--- config.mk ---
export PLATFORM = sky130hd
export DESIGN_NAME = feeder_top
export DESIGN_NICKNAME = d
export VERILOG_FILES = /design/src/array_pkg.sv /design/src/sram_pkg.sv /design/src/feeder_top.sv /design/src/fetch_sequencer.sv /design/src/systolic_skew.sv /design/src/window_former.sv
export SDC_FILE = /design/constraint.sdc
export NUM_CORES = 1
export LEC_CHECK = 0
export ABC_AREA = 1
export BUFFER_PORTS_ARGS = -buffer_cell sky130_fd_sc_hd__buf_2
export CAP_MARGIN = 25
export CORE_MARGIN = 2
export CORE_UTILIZATION = 45
export DETAILED_ROUTE_END_ITERATION = 8
export GPL_ROUTABILITY_DRIVEN = 0
export PLACE_DENSITY_LB_ADDON = 0.08
export SLEW_MARGIN = 20
export SYNTH_ARGS = -nofsm -noshare
export SYNTH_HDL_FRONTEND = slang
export SYNTH_SLANG_ARGS = --single-unit
export TNS_END_PERCENT = 5
--- constraint.sdc ---
create_clock -name i_clk -period 15.6 [get_ports i_clk]
set_input_delay 1.56 -clock i_clk [delete_from_list [all_inputs] [get_ports i_clk]]
set_output_delay 1.56 -clock i_clk [all_outputs]
set_load 0.1 [all_outputs]
--- src/array_pkg.sv ---
package array_pkg;

    localparam int KERNEL   = 3;
    localparam int HEIGHT_W = 8;

    typedef logic signed [7:0] pixel_t;

    // One kernel row of a window
    typedef struct packed {
        pixel_t left;
        pixel_t centre;
        pixel_t right;
    } kernel_row_t;

    // Index 0 is the top kernel row
    typedef kernel_row_t [KERNEL-1:0] window_t;

    // Kernel row as seen by the array after skewing
    typedef struct packed {
        logic        valid;
        kernel_row_t data;
    } skew_lane_t;

    typedef skew_lane_t [KERNEL-1:0] skewed_out_t;

endpackage

--- src/sram_pkg.sv ---
package sram_pkg;

    // One word holds one full image row
    localparam int WORD_W       = 64;
    localparam int PIX_PER_WORD = 8;
    localparam int LANE_W       = WORD_W / PIX_PER_WORD;

    // Lane 0 sits in bits 7:0 and is the leftmost pixel
    typedef union packed {
        logic [WORD_W-1:0]                    raw;
        logic [PIX_PER_WORD-1:0][LANE_W-1:0]  lane;
    } sram_word_u;

    // Travels with every read slot and lines up with the returned data
    typedef struct packed {
        logic [1:0] slot;
        logic       pad;
        logic       last;
    } fetch_tag_t;

endpackage

--- src/feeder_top.sv ---
module feeder_top #(
    parameter int ADDR_W    = 16,
    parameter int SKEW_STEP = 3
) (
    input  logic                            i_clk,
    input  logic                            i_rst,
    input  logic                            i_start,
    input  logic [7:0]                      i_channel,
    input  logic [array_pkg::HEIGHT_W-1:0]  i_img_height,
    output logic                            o_sram_rden,
    output logic [ADDR_W-1:0]               o_sram_addr,
    input  logic [sram_pkg::WORD_W-1:0]     i_sram_data,
    output array_pkg::skewed_out_t          o_win,
    output logic                            o_busy,
    output logic                            o_done
);

    logic                   busy_q;
    logic                   start_ok;
    logic                   fetch_busy;
    logic                   tag_valid;
    sram_pkg::fetch_tag_t   tag;
    sram_pkg::sram_word_u   sram_word;
    logic                   win_valid;
    array_pkg::window_t     win;
    logic                   win_last;
    logic                   skew_empty;

    assign start_ok      = i_start && !busy_q;
    assign sram_word.raw = i_sram_data;
    assign o_busy        = busy_q;

    ////////////////////////////////////////
    // Run flag
    ////////////////////////////////////////

    // Held until fetch is idle and the skew stage drains
    always_ff @(posedge i_clk) begin
        if (i_rst) begin
            busy_q <= 1'b0;
        end else if (start_ok) begin
            busy_q <= 1'b1;
        end else if (!fetch_busy && skew_empty) begin
            busy_q <= 1'b0;
        end
    end

    fetch_sequencer #(
        .ADDR_W       (ADDR_W)
    ) i_fetch (
        .i_clk        (i_clk),
        .i_rst        (i_rst),
        .i_start      (start_ok),
        .i_channel    (i_channel),
        .i_img_height (i_img_height),
        .o_sram_rden  (o_sram_rden),
        .o_sram_addr  (o_sram_addr),
        .o_tag_valid  (tag_valid),
        .o_tag        (tag),
        .o_busy       (fetch_busy)
    );

    window_former i_former (
        .i_clk        (i_clk),
        .i_rst        (i_rst),
        .i_tag_valid  (tag_valid),
        .i_tag        (tag),
        .i_sram_data  (sram_word),
        .o_win_valid  (win_valid),
        .o_win        (win),
        .o_win_last   (win_last)
    );

    systolic_skew #(
        .SKEW_STEP    (SKEW_STEP)
    ) i_skew (
        .i_clk        (i_clk),
        .i_rst        (i_rst),
        .i_win_valid  (win_valid),
        .i_win        (win),
        .i_win_last   (win_last),
        .o_win        (o_win),
        .o_done       (o_done),
        .o_empty      (skew_empty)
    );

    // Done closes a run that was busy, and busy falls with it
    a_done_ends_run : assert property (
        @(posedge i_clk) disable iff (i_rst) o_done |-> (!o_busy && $past(o_busy))
    );

endmodule

--- src/fetch_sequencer.sv ---
module fetch_sequencer #(
    parameter int ADDR_W = 16
) (
    input  logic                            i_clk,
    input  logic                            i_rst,
    input  logic                            i_start,
    input  logic [7:0]                      i_channel,
    input  logic [array_pkg::HEIGHT_W-1:0]  i_img_height,
    output logic                            o_sram_rden,
    output logic [ADDR_W-1:0]               o_sram_addr,
    output logic                            o_tag_valid,
    output sram_pkg::fetch_tag_t            o_tag,
    output logic                            o_busy
);

    // One output row per period of PIX_PER_WORD cycles
    localparam int PHASE_W = $clog2(sram_pkg::PIX_PER_WORD);
    localparam logic [PHASE_W-1:0] LAST_PHASE = PHASE_W'(sram_pkg::PIX_PER_WORD - 1);
    localparam int ROW_EXT_W = array_pkg::HEIGHT_W + 2;

    logic                           busy_q;
    logic [array_pkg::HEIGHT_W-1:0] row_q;
    logic [PHASE_W-1:0]             phase_q;
    logic [ADDR_W-1:0]              base_q;

    logic signed [ROW_EXT_W-1:0]    img_row;
    logic                           slot_active;
    logic                           slot_pad;
    logic                           last_row;

    ////////////////////////////////////////
    // Slot decode
    ////////////////////////////////////////

    // Slot k of row r reads image row r-1+k
    assign img_row = {2'b00, row_q} + ROW_EXT_W'(phase_q) - ROW_EXT_W'(1);

    assign slot_active = busy_q && (phase_q < PHASE_W'(array_pkg::KERNEL));
    assign slot_pad    = (img_row < 0) || (img_row >= $signed({2'b00, i_img_height}));
    assign last_row    = (row_q == i_img_height - 1'b1);

    assign o_sram_rden = slot_active && !slot_pad;
    assign o_sram_addr = base_q + ADDR_W'(img_row[array_pkg::HEIGHT_W-1:0]);
    assign o_busy      = busy_q;

    ////////////////////////////////////////
    // Row and phase counters
    ////////////////////////////////////////

    always_ff @(posedge i_clk) begin
        if (i_rst) begin
            busy_q      <= 1'b0;
            row_q       <= '0;
            phase_q     <= '0;
            o_tag_valid <= 1'b0;
        end else begin
            o_tag_valid <= slot_active;
            if (!busy_q) begin
                if (i_start) begin
                    busy_q  <= 1'b1;
                    row_q   <= '0;
                    phase_q <= '0;
                end
            end else begin
                phase_q <= phase_q + 1'b1;
                if (phase_q == LAST_PHASE) begin
                    row_q <= row_q + 1'b1;
                    if (last_row) begin
                        busy_q <= 1'b0;
                    end
                end
            end
        end
    end

    // Tag lags the read by one cycle to meet the SRAM data
    always_ff @(posedge i_clk) begin
        if (!busy_q && i_start) begin
            base_q <= ADDR_W'(i_channel) * ADDR_W'(i_img_height);
        end
        o_tag.slot <= phase_q[1:0];
        o_tag.pad  <= slot_pad;
        o_tag.last <= last_row && (phase_q == PHASE_W'(array_pkg::KERNEL - 1));
    end

    // Pad and last row decode use the live height for the whole run
    a_height_stable : assert property (
        @(posedge i_clk) disable iff (i_rst) busy_q |-> $stable(i_img_height)
    );

endmodule

--- src/systolic_skew.sv ---
module systolic_skew #(
    parameter int SKEW_STEP = 3
) (
    input  logic                    i_clk,
    input  logic                    i_rst,
    input  logic                    i_win_valid,
    input  array_pkg::window_t      i_win,
    input  logic                    i_win_last,
    output array_pkg::skewed_out_t  o_win,
    output logic                    o_done,
    output logic                    o_empty
);

    localparam int R2_LEN = 2 * SKEW_STEP;

    logic [SKEW_STEP-1:0]   r1_valid_q;
    array_pkg::kernel_row_t r1_data_q [SKEW_STEP];
    logic [R2_LEN-1:0]      r2_valid_q;
    logic [R2_LEN-1:0]      r2_last_q;
    array_pkg::kernel_row_t r2_data_q [R2_LEN];

    // Stage 0 takes the input and the top stage feeds the array
    always_ff @(posedge i_clk) begin
        if (i_rst) begin
            r1_valid_q <= '0;
            r2_valid_q <= '0;
            r2_last_q  <= '0;
            o_done     <= 1'b0;
        end else begin
            r1_valid_q[0] <= i_win_valid;
            for (int i = 1; i < SKEW_STEP; i++) begin
                r1_valid_q[i] <= r1_valid_q[i-1];
            end
            r2_valid_q[0] <= i_win_valid;
            r2_last_q[0]  <= i_win_valid && i_win_last;
            for (int i = 1; i < R2_LEN; i++) begin
                r2_valid_q[i] <= r2_valid_q[i-1];
                r2_last_q[i]  <= r2_last_q[i-1];
            end
            o_done <= r2_valid_q[R2_LEN-1] && r2_last_q[R2_LEN-1];
        end
    end

    always_ff @(posedge i_clk) begin
        r1_data_q[0] <= i_win[1];
        for (int i = 1; i < SKEW_STEP; i++) begin
            r1_data_q[i] <= r1_data_q[i-1];
        end
        r2_data_q[0] <= i_win[2];
        for (int i = 1; i < R2_LEN; i++) begin
            r2_data_q[i] <= r2_data_q[i-1];
        end
    end

    always_comb begin
        o_win[0].valid = i_win_valid;
        o_win[0].data  = i_win[0];
        o_win[1].valid = r1_valid_q[SKEW_STEP-1];
        o_win[1].data  = r1_data_q[SKEW_STEP-1];
        o_win[2].valid = r2_valid_q[R2_LEN-1];
        o_win[2].data  = r2_data_q[R2_LEN-1];
    end

    // Row 2 chain is the longest, so it covers everything in flight.
    // Empty means nothing remains once the output stage has gone out.
    always_comb begin
        o_empty = !i_win_valid;
        for (int i = 0; i < R2_LEN - 1; i++) begin
            if (r2_valid_q[i]) begin
                o_empty = 1'b0;
            end
        end
    end

endmodule

--- src/window_former.sv ---
module window_former (
    input  logic                  i_clk,
    input  logic                  i_rst,
    input  logic                  i_tag_valid,
    input  sram_pkg::fetch_tag_t  i_tag,
    input  sram_pkg::sram_word_u  i_sram_data,
    output logic                  o_win_valid,
    output array_pkg::window_t    o_win,
    output logic                  o_win_last
);

    localparam int COL_W = $clog2(sram_pkg::PIX_PER_WORD);
    localparam logic [COL_W-1:0] LAST_COL = COL_W'(sram_pkg::PIX_PER_WORD - 1);

    sram_pkg::sram_word_u word_in;
    sram_pkg::sram_word_u stage0_q;
    sram_pkg::sram_word_u stage1_q;
    sram_pkg::sram_word_u blk_q [array_pkg::KERNEL];

    logic                 load;
    logic                 emit_q;
    logic                 last_q;
    logic [COL_W-1:0]     col_q;

    // Rows outside the image read as zero
    assign word_in.raw = i_tag.pad ? '0 : i_sram_data.raw;
    assign load        = i_tag_valid && (i_tag.slot == 2'd2);

    ////////////////////////////////////////
    // Row capture
    ////////////////////////////////////////

    always_ff @(posedge i_clk) begin
        if (i_tag_valid && (i_tag.slot == 2'd0)) begin
            stage0_q <= word_in;
        end
        if (i_tag_valid && (i_tag.slot == 2'd1)) begin
            stage1_q <= word_in;
        end
        if (load) begin
            blk_q[0] <= stage0_q;
            blk_q[1] <= stage1_q;
            blk_q[2] <= word_in;
        end
    end

    // Column walk over the loaded block
    always_ff @(posedge i_clk) begin
        if (i_rst) begin
            emit_q <= 1'b0;
            last_q <= 1'b0;
            col_q  <= '0;
        end else if (load) begin
            emit_q <= 1'b1;
            last_q <= i_tag.last;
            col_q  <= '0;
        end else if (emit_q) begin
            col_q <= col_q + 1'b1;
            if (col_q == LAST_COL) begin
                emit_q <= 1'b0;
            end
        end
    end

    ////////////////////////////////////////
    // Window taps
    ////////////////////////////////////////

    // Left and right borders are word edges
    always_comb begin
        for (int k = 0; k < array_pkg::KERNEL; k++) begin
            o_win[k].centre = array_pkg::pixel_t'(blk_q[k].lane[col_q]);
            if (col_q == '0) begin
                o_win[k].left = '0;
            end else begin
                o_win[k].left = array_pkg::pixel_t'(blk_q[k].lane[col_q - COL_W'(1)]);
            end
            if (col_q == LAST_COL) begin
                o_win[k].right = '0;
            end else begin
                o_win[k].right = array_pkg::pixel_t'(blk_q[k].lane[col_q + COL_W'(1)]);
            end
        end
    end

    assign o_win_valid = emit_q;
    assign o_win_last  = emit_q && last_q && (col_q == LAST_COL);

    // A block may only be replaced while its last column goes out
    a_no_overwrite : assert property (
        @(posedge i_clk) disable iff (i_rst) load |-> (!emit_q || col_q == LAST_COL)
    );

endmodule
==> impl_metrics.py, run 1 <==
metrics = {
    "cells_and_area": {
        "layout-drive-gt1-share_pct": 12.57,
        "instances_no_fill": 3131,
        "final_util_pct": 51.11,
        "final_cell_area_um2": 27560,
        "syn_to_final_growth_pct": 12.17,
        "multiInputGateArea_um2": 7548,
        "seqCellArea_um2": 15140,
        "final_net_count": 2580,
        "fill_cells": 4774,
    },
    "job": {
        "maxCapViolations": 0,
    },
    "worst_setup_path": {
        "crit_required_ns": 14.04,
        "worstSetupPathType": "reg -> out",
        "start_kind": "flop",
        "critPathArrivalTime_ns": 4.37,
        "path_max_fanout": 5,
        "endpoint_kind": "primary output",
    },
    "floorplan": {
        "dieArea_um2": 56480,
        "initial_core_util_pct": 45.56,
        "dieWidth_um": 237.7,
        "pin_count": 177,
        "core_area_um2": 53920,
        "die-height_um": 237.7,
        "rows": 85,
    },
    "timing": {
        "post-route-period-util_pct": 37.98,
        "final.setup.tns_ns": 0,
        "finalSetupViolations": 0,
        "rsz0062_at_grt": "false",
        "fin_skew_ns": 0.01094,
        "tightest_slew_ns": 0.9303,
        "period_minus_slack_ns": 5.926,
        "slew_headroom_pct": 37.98,
        "hold_viol_final": 0,
        "max_freq_ghz": 0.1688,
        "final_max_slew_viol_count": 0,
    },
    "clock_network": {
        "cts_root_buffer": "clkbuf_16",
        "cts.sinks": 588,
        "cts_buffers": 59,
        "cts_tree": "yes",
        "clock_path_buffers": 3,
        "htreeDepth": 2,
        "clock_latency_ns": 0.61,
        "clk_pin_slew_worst_paths_ns": 0.06,
        "ctsResizeCount": 0,
        "hold_buffers": 0,
        "post_cts_buffers": 0,
    },
    "global_route": {
        "grt_pass1_wl_um": 92090,
        "grt_overflow": 0,
        "grt_max_degree": 181,
        "antenna_found_initial": 2,
        "grt_use_total_pct": 21.37,
        "grt_pass1_vias": 15920,
    },
    "pwr": {
        "peakVddDrop_v": 0.0001924,
        "power.density_nw_per_um2": 134.6,
        "p_leak_nw": 11.47,
    },
    "synth": {
        "netlist_instances": 2287,
        "synth_nets": 2483,
        "synth_area_um2": 24570,
        "synth-seq-cells": 588,
        "ys.flop_type": "edfxtp_1",
        "ys_types": 38,
        "ys_seq_area_share_pct": 61.60,
        "synth_edf_count": 336,
        "avgSynthCellArea_um2": 10.74,
        "yosysWarnings": 0,
        "synth-async-reset-ratio_pct": 0,
    },
    "route": {
        "vias": 16040,
        "wirelength_um": 59710,
        "drc": 0,
        "wire_per_inst_um": 19.07,
        "vias_per_cell": 5.123,
        "drtIter0Drc": 1021,
        "final_antenna_net_count": 0,
        "drt_pre_antenna_iters": 5,
    },
    "worst_hold_path": {
        "hold_path.class": "reg -> reg",
    },
    "placed_design": {
        "numPortBuffers": 176,
        "place_area_um2": 25580,
        "dp_hpwl_um": 41230,
        "dp_cells": 3018,
    },
    "outcome": {
        "outcome": "completed",
    },
}
-- cells in the final DEF (no fill, tap or decap), drive strengths merged, types with 9 or more instances in the layout --
| cell | Yosys | final |
|---|---|---|
| dfxtp | 252 | 252 |
| edfxtp | 336 | 336 |
| mux2i | 84 | 84 |
| nand4 | 9 | 9 |
| clkinv | 0 | 11 |
| o21ai | 114 | 114 |
| buf | 105 | 195 |
| o22ai | 26 | 26 |
| nand3 | 103 | 103 |
| nand2 | 357 | 357 |
| nor2 | 267 | 267 |
| nor3 | 12 | 12 |
| inv | 262 | 267 |
| xor2 | 23 | 23 |
| fa | 38 | 38 |
| clkbuf | 54 | 88 |
| o211ai | 34 | 34 |
| a31oi | 26 | 26 |
| a21oi | 86 | 86 |
| ha | 75 | 75 |
| xnor2 | 11 | 11 |
-- report_power, final --
| group | total, W | switching [W] | leakage (nW) | internal, W |
|---|---|---|---|---|
| clock | 0.00141 | 0.000590 | 0.958 | 0.000819 |
| sequential | 0.00169 | 0.0000172 | 5.26 | 0.00167 |
| combinational | 0.000610 | 0.000455 | 5.25 | 0.000156 |
-- registers in the layout, indices dropped and copies added, names as in the netlist, 3 cells and up --
| name | count |
|---|---|
| i_skew.r1_data_q | 72 |
| i_fetch.base_q | 16 |
| i_former.blk_q | 192 |
| i_fetch.phase_q | 3 |
| i_former.col_q | 3 |
| i_former.stage1_q | 64 |
| i_skew.r2_valid_q | 6 |
| i_former.stage0_q | 64 |
| i_fetch.o_tag | 4 |
| i_skew.r2_last_q | 6 |
| i_fetch.row_q | 8 |
| i_skew.r2_data_q | 144 |
-- per-layer routing --
layer  wire length, um  GRT usage (%)
met4              1935          7.547
met1             26090          28.36
met2             28940          35.73
met3              2747          3.310
met5                 0              0
-- worst max-delay path: stages (launching register included) --
cell	delay, ns
dfxtp_1	0.41
inv_1	0.09
ha_1	0.28
inv_1	0.04
ha_1	0.21
fa_1	0.46
nand3_1	0.08
nand2_1	0.09
a21oi_1	0.12
o21ai_0	0.10
xnor2_1	0.20
ha_1	0.40
nand2_1	0.07
nor2_1	0.08
nand2_1	0.06
nand3_1	0.11
nand3_1	0.16
nor2_1	0.16
xor2_1	0.17
buf_2	0.45
-- cell type report --
type / instances / area share (%)
multi-input cells: 1278 / 27.39
inverters: 262 / 3.587
clock buffers: 88 / 6.270
diodes: 1 / 0.009081
well taps: 696 / 3.160
clock inverters: 23 / 0.8354
flip-flops and latches: 588 / 54.94
repair buffers: 195 / 3.805
-- final timing paths --
kind / start / end / slack (ns) / cells past startpoint
setup / recovery: i_fetch.row_q[1]$_SDFFE_PP0P_ / o_sram_addr[12] / 9.67 / 19
hold / removal: i_skew.r2_data_q[4][14]$_DFF_P_ / i_skew.r2_data_q[5][14]$_DFF_P_ / 0.32 / 0
setup reg to reg: i_former.col_q[0]$_SDFFE_PP0P_ / i_skew.r2_data_q[0][4]$_SDFF_PP0_ / 12.11 / 6
hold reg to reg: i_skew.r2_data_q[4][14]$_DFF_P_ / i_skew.r2_data_q[5][14]$_DFF_P_ / 0.32 / 0
-- metrics by stage --
step	total power, W	worst slack (ns)	hold slack (ns)
floorplan	0.002220	9.825	0.3096
global placement	0.002329	10.34	0.3102
detailed placement	0.002335	10.29	0.3121
CTS	0.003752	9.654	0.3188
global route	0.003875	9.394	0.3268
finish	0.003710	9.674	0.3232
-- logic make-up (layout without fill, tap and decap cells) --
logic type / count (synthesis) / after routing / share of synthesized area [%]
other cells: 0 / 1 / 0
simple gates: 752 / 752 / 12.28
mux: 84 / 84 / 3.422
fa+ha+maj: 113 / 113 / 6.916
flops: 588 / 588 / 61.60
xor+xnor: 34 / 34 / 1.289
buf+inv: 421 / 568 / 7.772
compound gates: 295 / 295 / 6.718
-- synth_stat cells, drive strengths merged, types with 2 or more instances --
cell type	count	area, um2
ha	75	938.4
nand3	103	520.5
inv	262	983.4
a31oi	26	162.7
fa	38	760.7
mux2i	84	840.8
o21bai	5	37.54
o22ai	26	162.7
nor3b	2	15.01
nor3	12	65.06
buf	105	723.2
nand2	357	1343
o21ai	114	570.5
o211ai	34	255.2
a21oi	86	430.4
xnor2	11	115.1
edfxtp	336	10090
clkbuf	54	202.7
dfxtp	252	5045
xor2	23	201.4
nor2	267	1005
nand4	9	56.30
No activity file was read; power rests on OpenSTA's default activity.
==> run 2, diff against run 1 <==
clock period = 5 ns   (was 15.6 ns; I/O delays follow)
==> impl_metrics.py, run 2 (synthesized netlist as in run 1, its figures left out) <==
metrics = {
    "timing": {
        "holdWs_ns": 0.1990,
        "max_freq_ghz": 0.2097,
        "final.setup.tns_ns": 0,
        "tightest_slew_ns": 1.012,
        "slew_headroom_pct": 32.54,
        "final_max_slew_viol_count": 0,
        "period_minus_slack_ns": 4.770,
        "fin_skew_ns": 0.02309,
        "hold_viol_final": 0,
        "post-route-period-util_pct": 95.39,
        "rsz0062_at_grt": "true",
        "finalSetupViolations": 0,
    },
    "floorplan": {
        "initial_core_util_pct": 45.56,
        "pin_count": 177,
        "core_area_um2": 53920,
        "dieArea_um2": 56480,
        "rows": 85,
        "die-height_um": 237.7,
        "dieWidth_um": 237.7,
    },
    "cells_and_area": {
        "fill_cells": 4744,
        "final_net_count": 2588,
        "syn_to_final_growth_pct": 14.63,
        "layout_commonest_cell": "nand2_1",
        "largest_reg_flops": 192,
        "multiInputGateArea_um2": 7555,
        "final_util_pct": 52.23,
        "seqCellArea_um2": 15140,
        "layout-drive-gt1-share_pct": 13.06,
        "final_cell_area_um2": 28160,
        "final_cell_mix": "nand2_1, edfxtp_1, nor2_1, inv_1, dfxtp_1",
        "top_register": "i_former.blk_q",
        "largestRegisters": "i_former.blk_q: 192 flops, i_skew.r2_data_q: 144 flops, i_skew.r1_data_q: 72 flops",
    },
    "global_route": {
        "grt_overflow": 0,
        "antenna_found_initial": 2,
        "grt_max_degree": 114,
        "grt_pass1_wl_um": 91160,
        "grt_pass1_vias": 15940,
        "grt_use_total_pct": 21.26,
    },
    "clock_network": {
        "clock_latency_ns": 0.65,
        "cts_buffers": 59,
        "hold_buffers": 0,
        "cts.sinks": 588,
        "clock_path_buffers": 3,
        "cts_root_buffer": "clkbuf_16",
        "htreeDepth": 2,
        "clk_pin_slew_worst_paths_ns": 0.07,
        "cts_tree": "yes",
    },
    "worst_setup_path": {
        "r2r_start": "i_fetch.row_q[1]$_SDFFE_PP0P_",
        "worstSetupPathType": "reg -> out",
        "startpoint": "i_fetch.row_q[1]$_SDFFE_PP0P_",
        "cp_slowest_cell": "fa_1",
        "max_stage_delay_ns": 0.46,
        "crit_buf_inv": 3,
        "start_kind": "flop",
        "path_delay_family": "adder cells",
        "path_max_fanout": 5,
        "r2r_end": "i_fetch.o_tag[1]$_DFF_P_",
        "critPathArrivalTime_ns": 4.27,
        "crit_required_ns": 4.50,
        "regToRegSetupSlack_ns": 1.76,
        "crit_chain": "inv_1, ha_1, inv_1, ha_1, fa_1, nand3_1, nand2_1, a21oi_1, o21ai_0, xnor2_1, ha_1, nand2_1, nor2_1, nand2_1, nand3_1, nand3_1, nor2_1, xor2_1, buf_4",
        "reg2reg_depth": 14,
        "endpoint_kind": "primary output",
    },
    "route": {
        "wirelength_um": 59750,
        "drt_pre_antenna_iters": 5,
        "wire_per_inst_um": 19.03,
        "vias_per_cell": 5.159,
        "drtIter0Drc": 1352,
        "vias": 16200,
        "drc": 0,
        "final_antenna_net_count": 0,
    },
    "placed_design": {
        "place_area_um2": 25930,
        "numPortBuffers": 176,
        "dp_hpwl_um": 41450,
    },
    "worst_hold_path": {
        "whs_path_depth": 3,
        "hold_path.class": "in -> reg",
        "worstHoldStart": "i_start",
        "min_to": "o_busy$_SDFFE_PP0P_",
    },
    "outcome": {
        "outcome": "completed",
    },
    "pwr": {
        "p_leak_nw": 11.71,
        "peakVddDrop_v": 0.0005272,
        "power.density_nw_per_um2": 426.8,
        "finalPower_w": 0.01202,
    },
    "job": {
        "maxCapViolations": 0,
    },
}
==> run 2: metal layers <==
layer,GRT usage [%],part of all wire (%),vias up
met4,8.100,3.5,2
met2,35.85,48,513
li1,-,-,7758
met5,0,0.022,-
met1,27.67,43,7810
met3,3.368,5.3,117
==> run 2: where the power goes <==
group          internal, W  switching (W)  leakage, nW  total, W
Combinational     0.000507        0.00141         5.37   0.00192
Clock              0.00291        0.00191         1.07   0.00482
Sequential         0.00522      0.0000568         5.26   0.00528
==> run 2: per-stage QoR <==
stage          worst slack [ns]  cells
2_1_floorplan           -0.2734   2287
3_3_place_gp             0.7988   3026
3_5_place_dp             0.7366   3026
4_1_cts                 0.06757   3138
5_1_grt                -0.05301   3139
6_report                 0.2303   3140
==> run 2: how the worst max path moves through the flow <==
stage | end | slack [ns] | cells past startpoint
2_1_floorplan | i_former.stage0_q[0]$_DFFE_PP_ | -0.27 | 2
3_3_place_gp | i_fetch.base_q[14]$_DFFE_PP_ | 0.80 | 15
3_5_place_dp | i_fetch.base_q[13]$_DFFE_PP_ | 0.74 | 15
4_1_cts | o_sram_addr[14] | 0.07 | 19
5_1_grt | o_sram_addr[12] | -0.05 | 19
6_report | o_sram_addr[12] | 0.23 | 19
==> run 2: area by class of cell <==
class                           instances  area share, %
Sequential cell                       588          53.77
Clock buffer                           79          5.994
Multi-Input combinational cell       1278          26.83
Antenna cell                            1       0.008886
Timing Repair Buffer                  203          5.070
Tap cell                              696          3.092
Clock inverter                         33          1.733
Inverter                              262          3.510
==> run 2: what timing repair did <==
| item | in CTS | in global routing |
|---|---|---|
| endpoints found under the setup margin | 0 | 7 |
| gates resized for setup | 0 | 10 |
| buffers inserted | 0 | 0 |
==> run 2: worst min-delay path, stage by stage <==
cell and delay [ns]:
buf_2 0.12, o21ai_0 0.14, a41oi_1 0.05
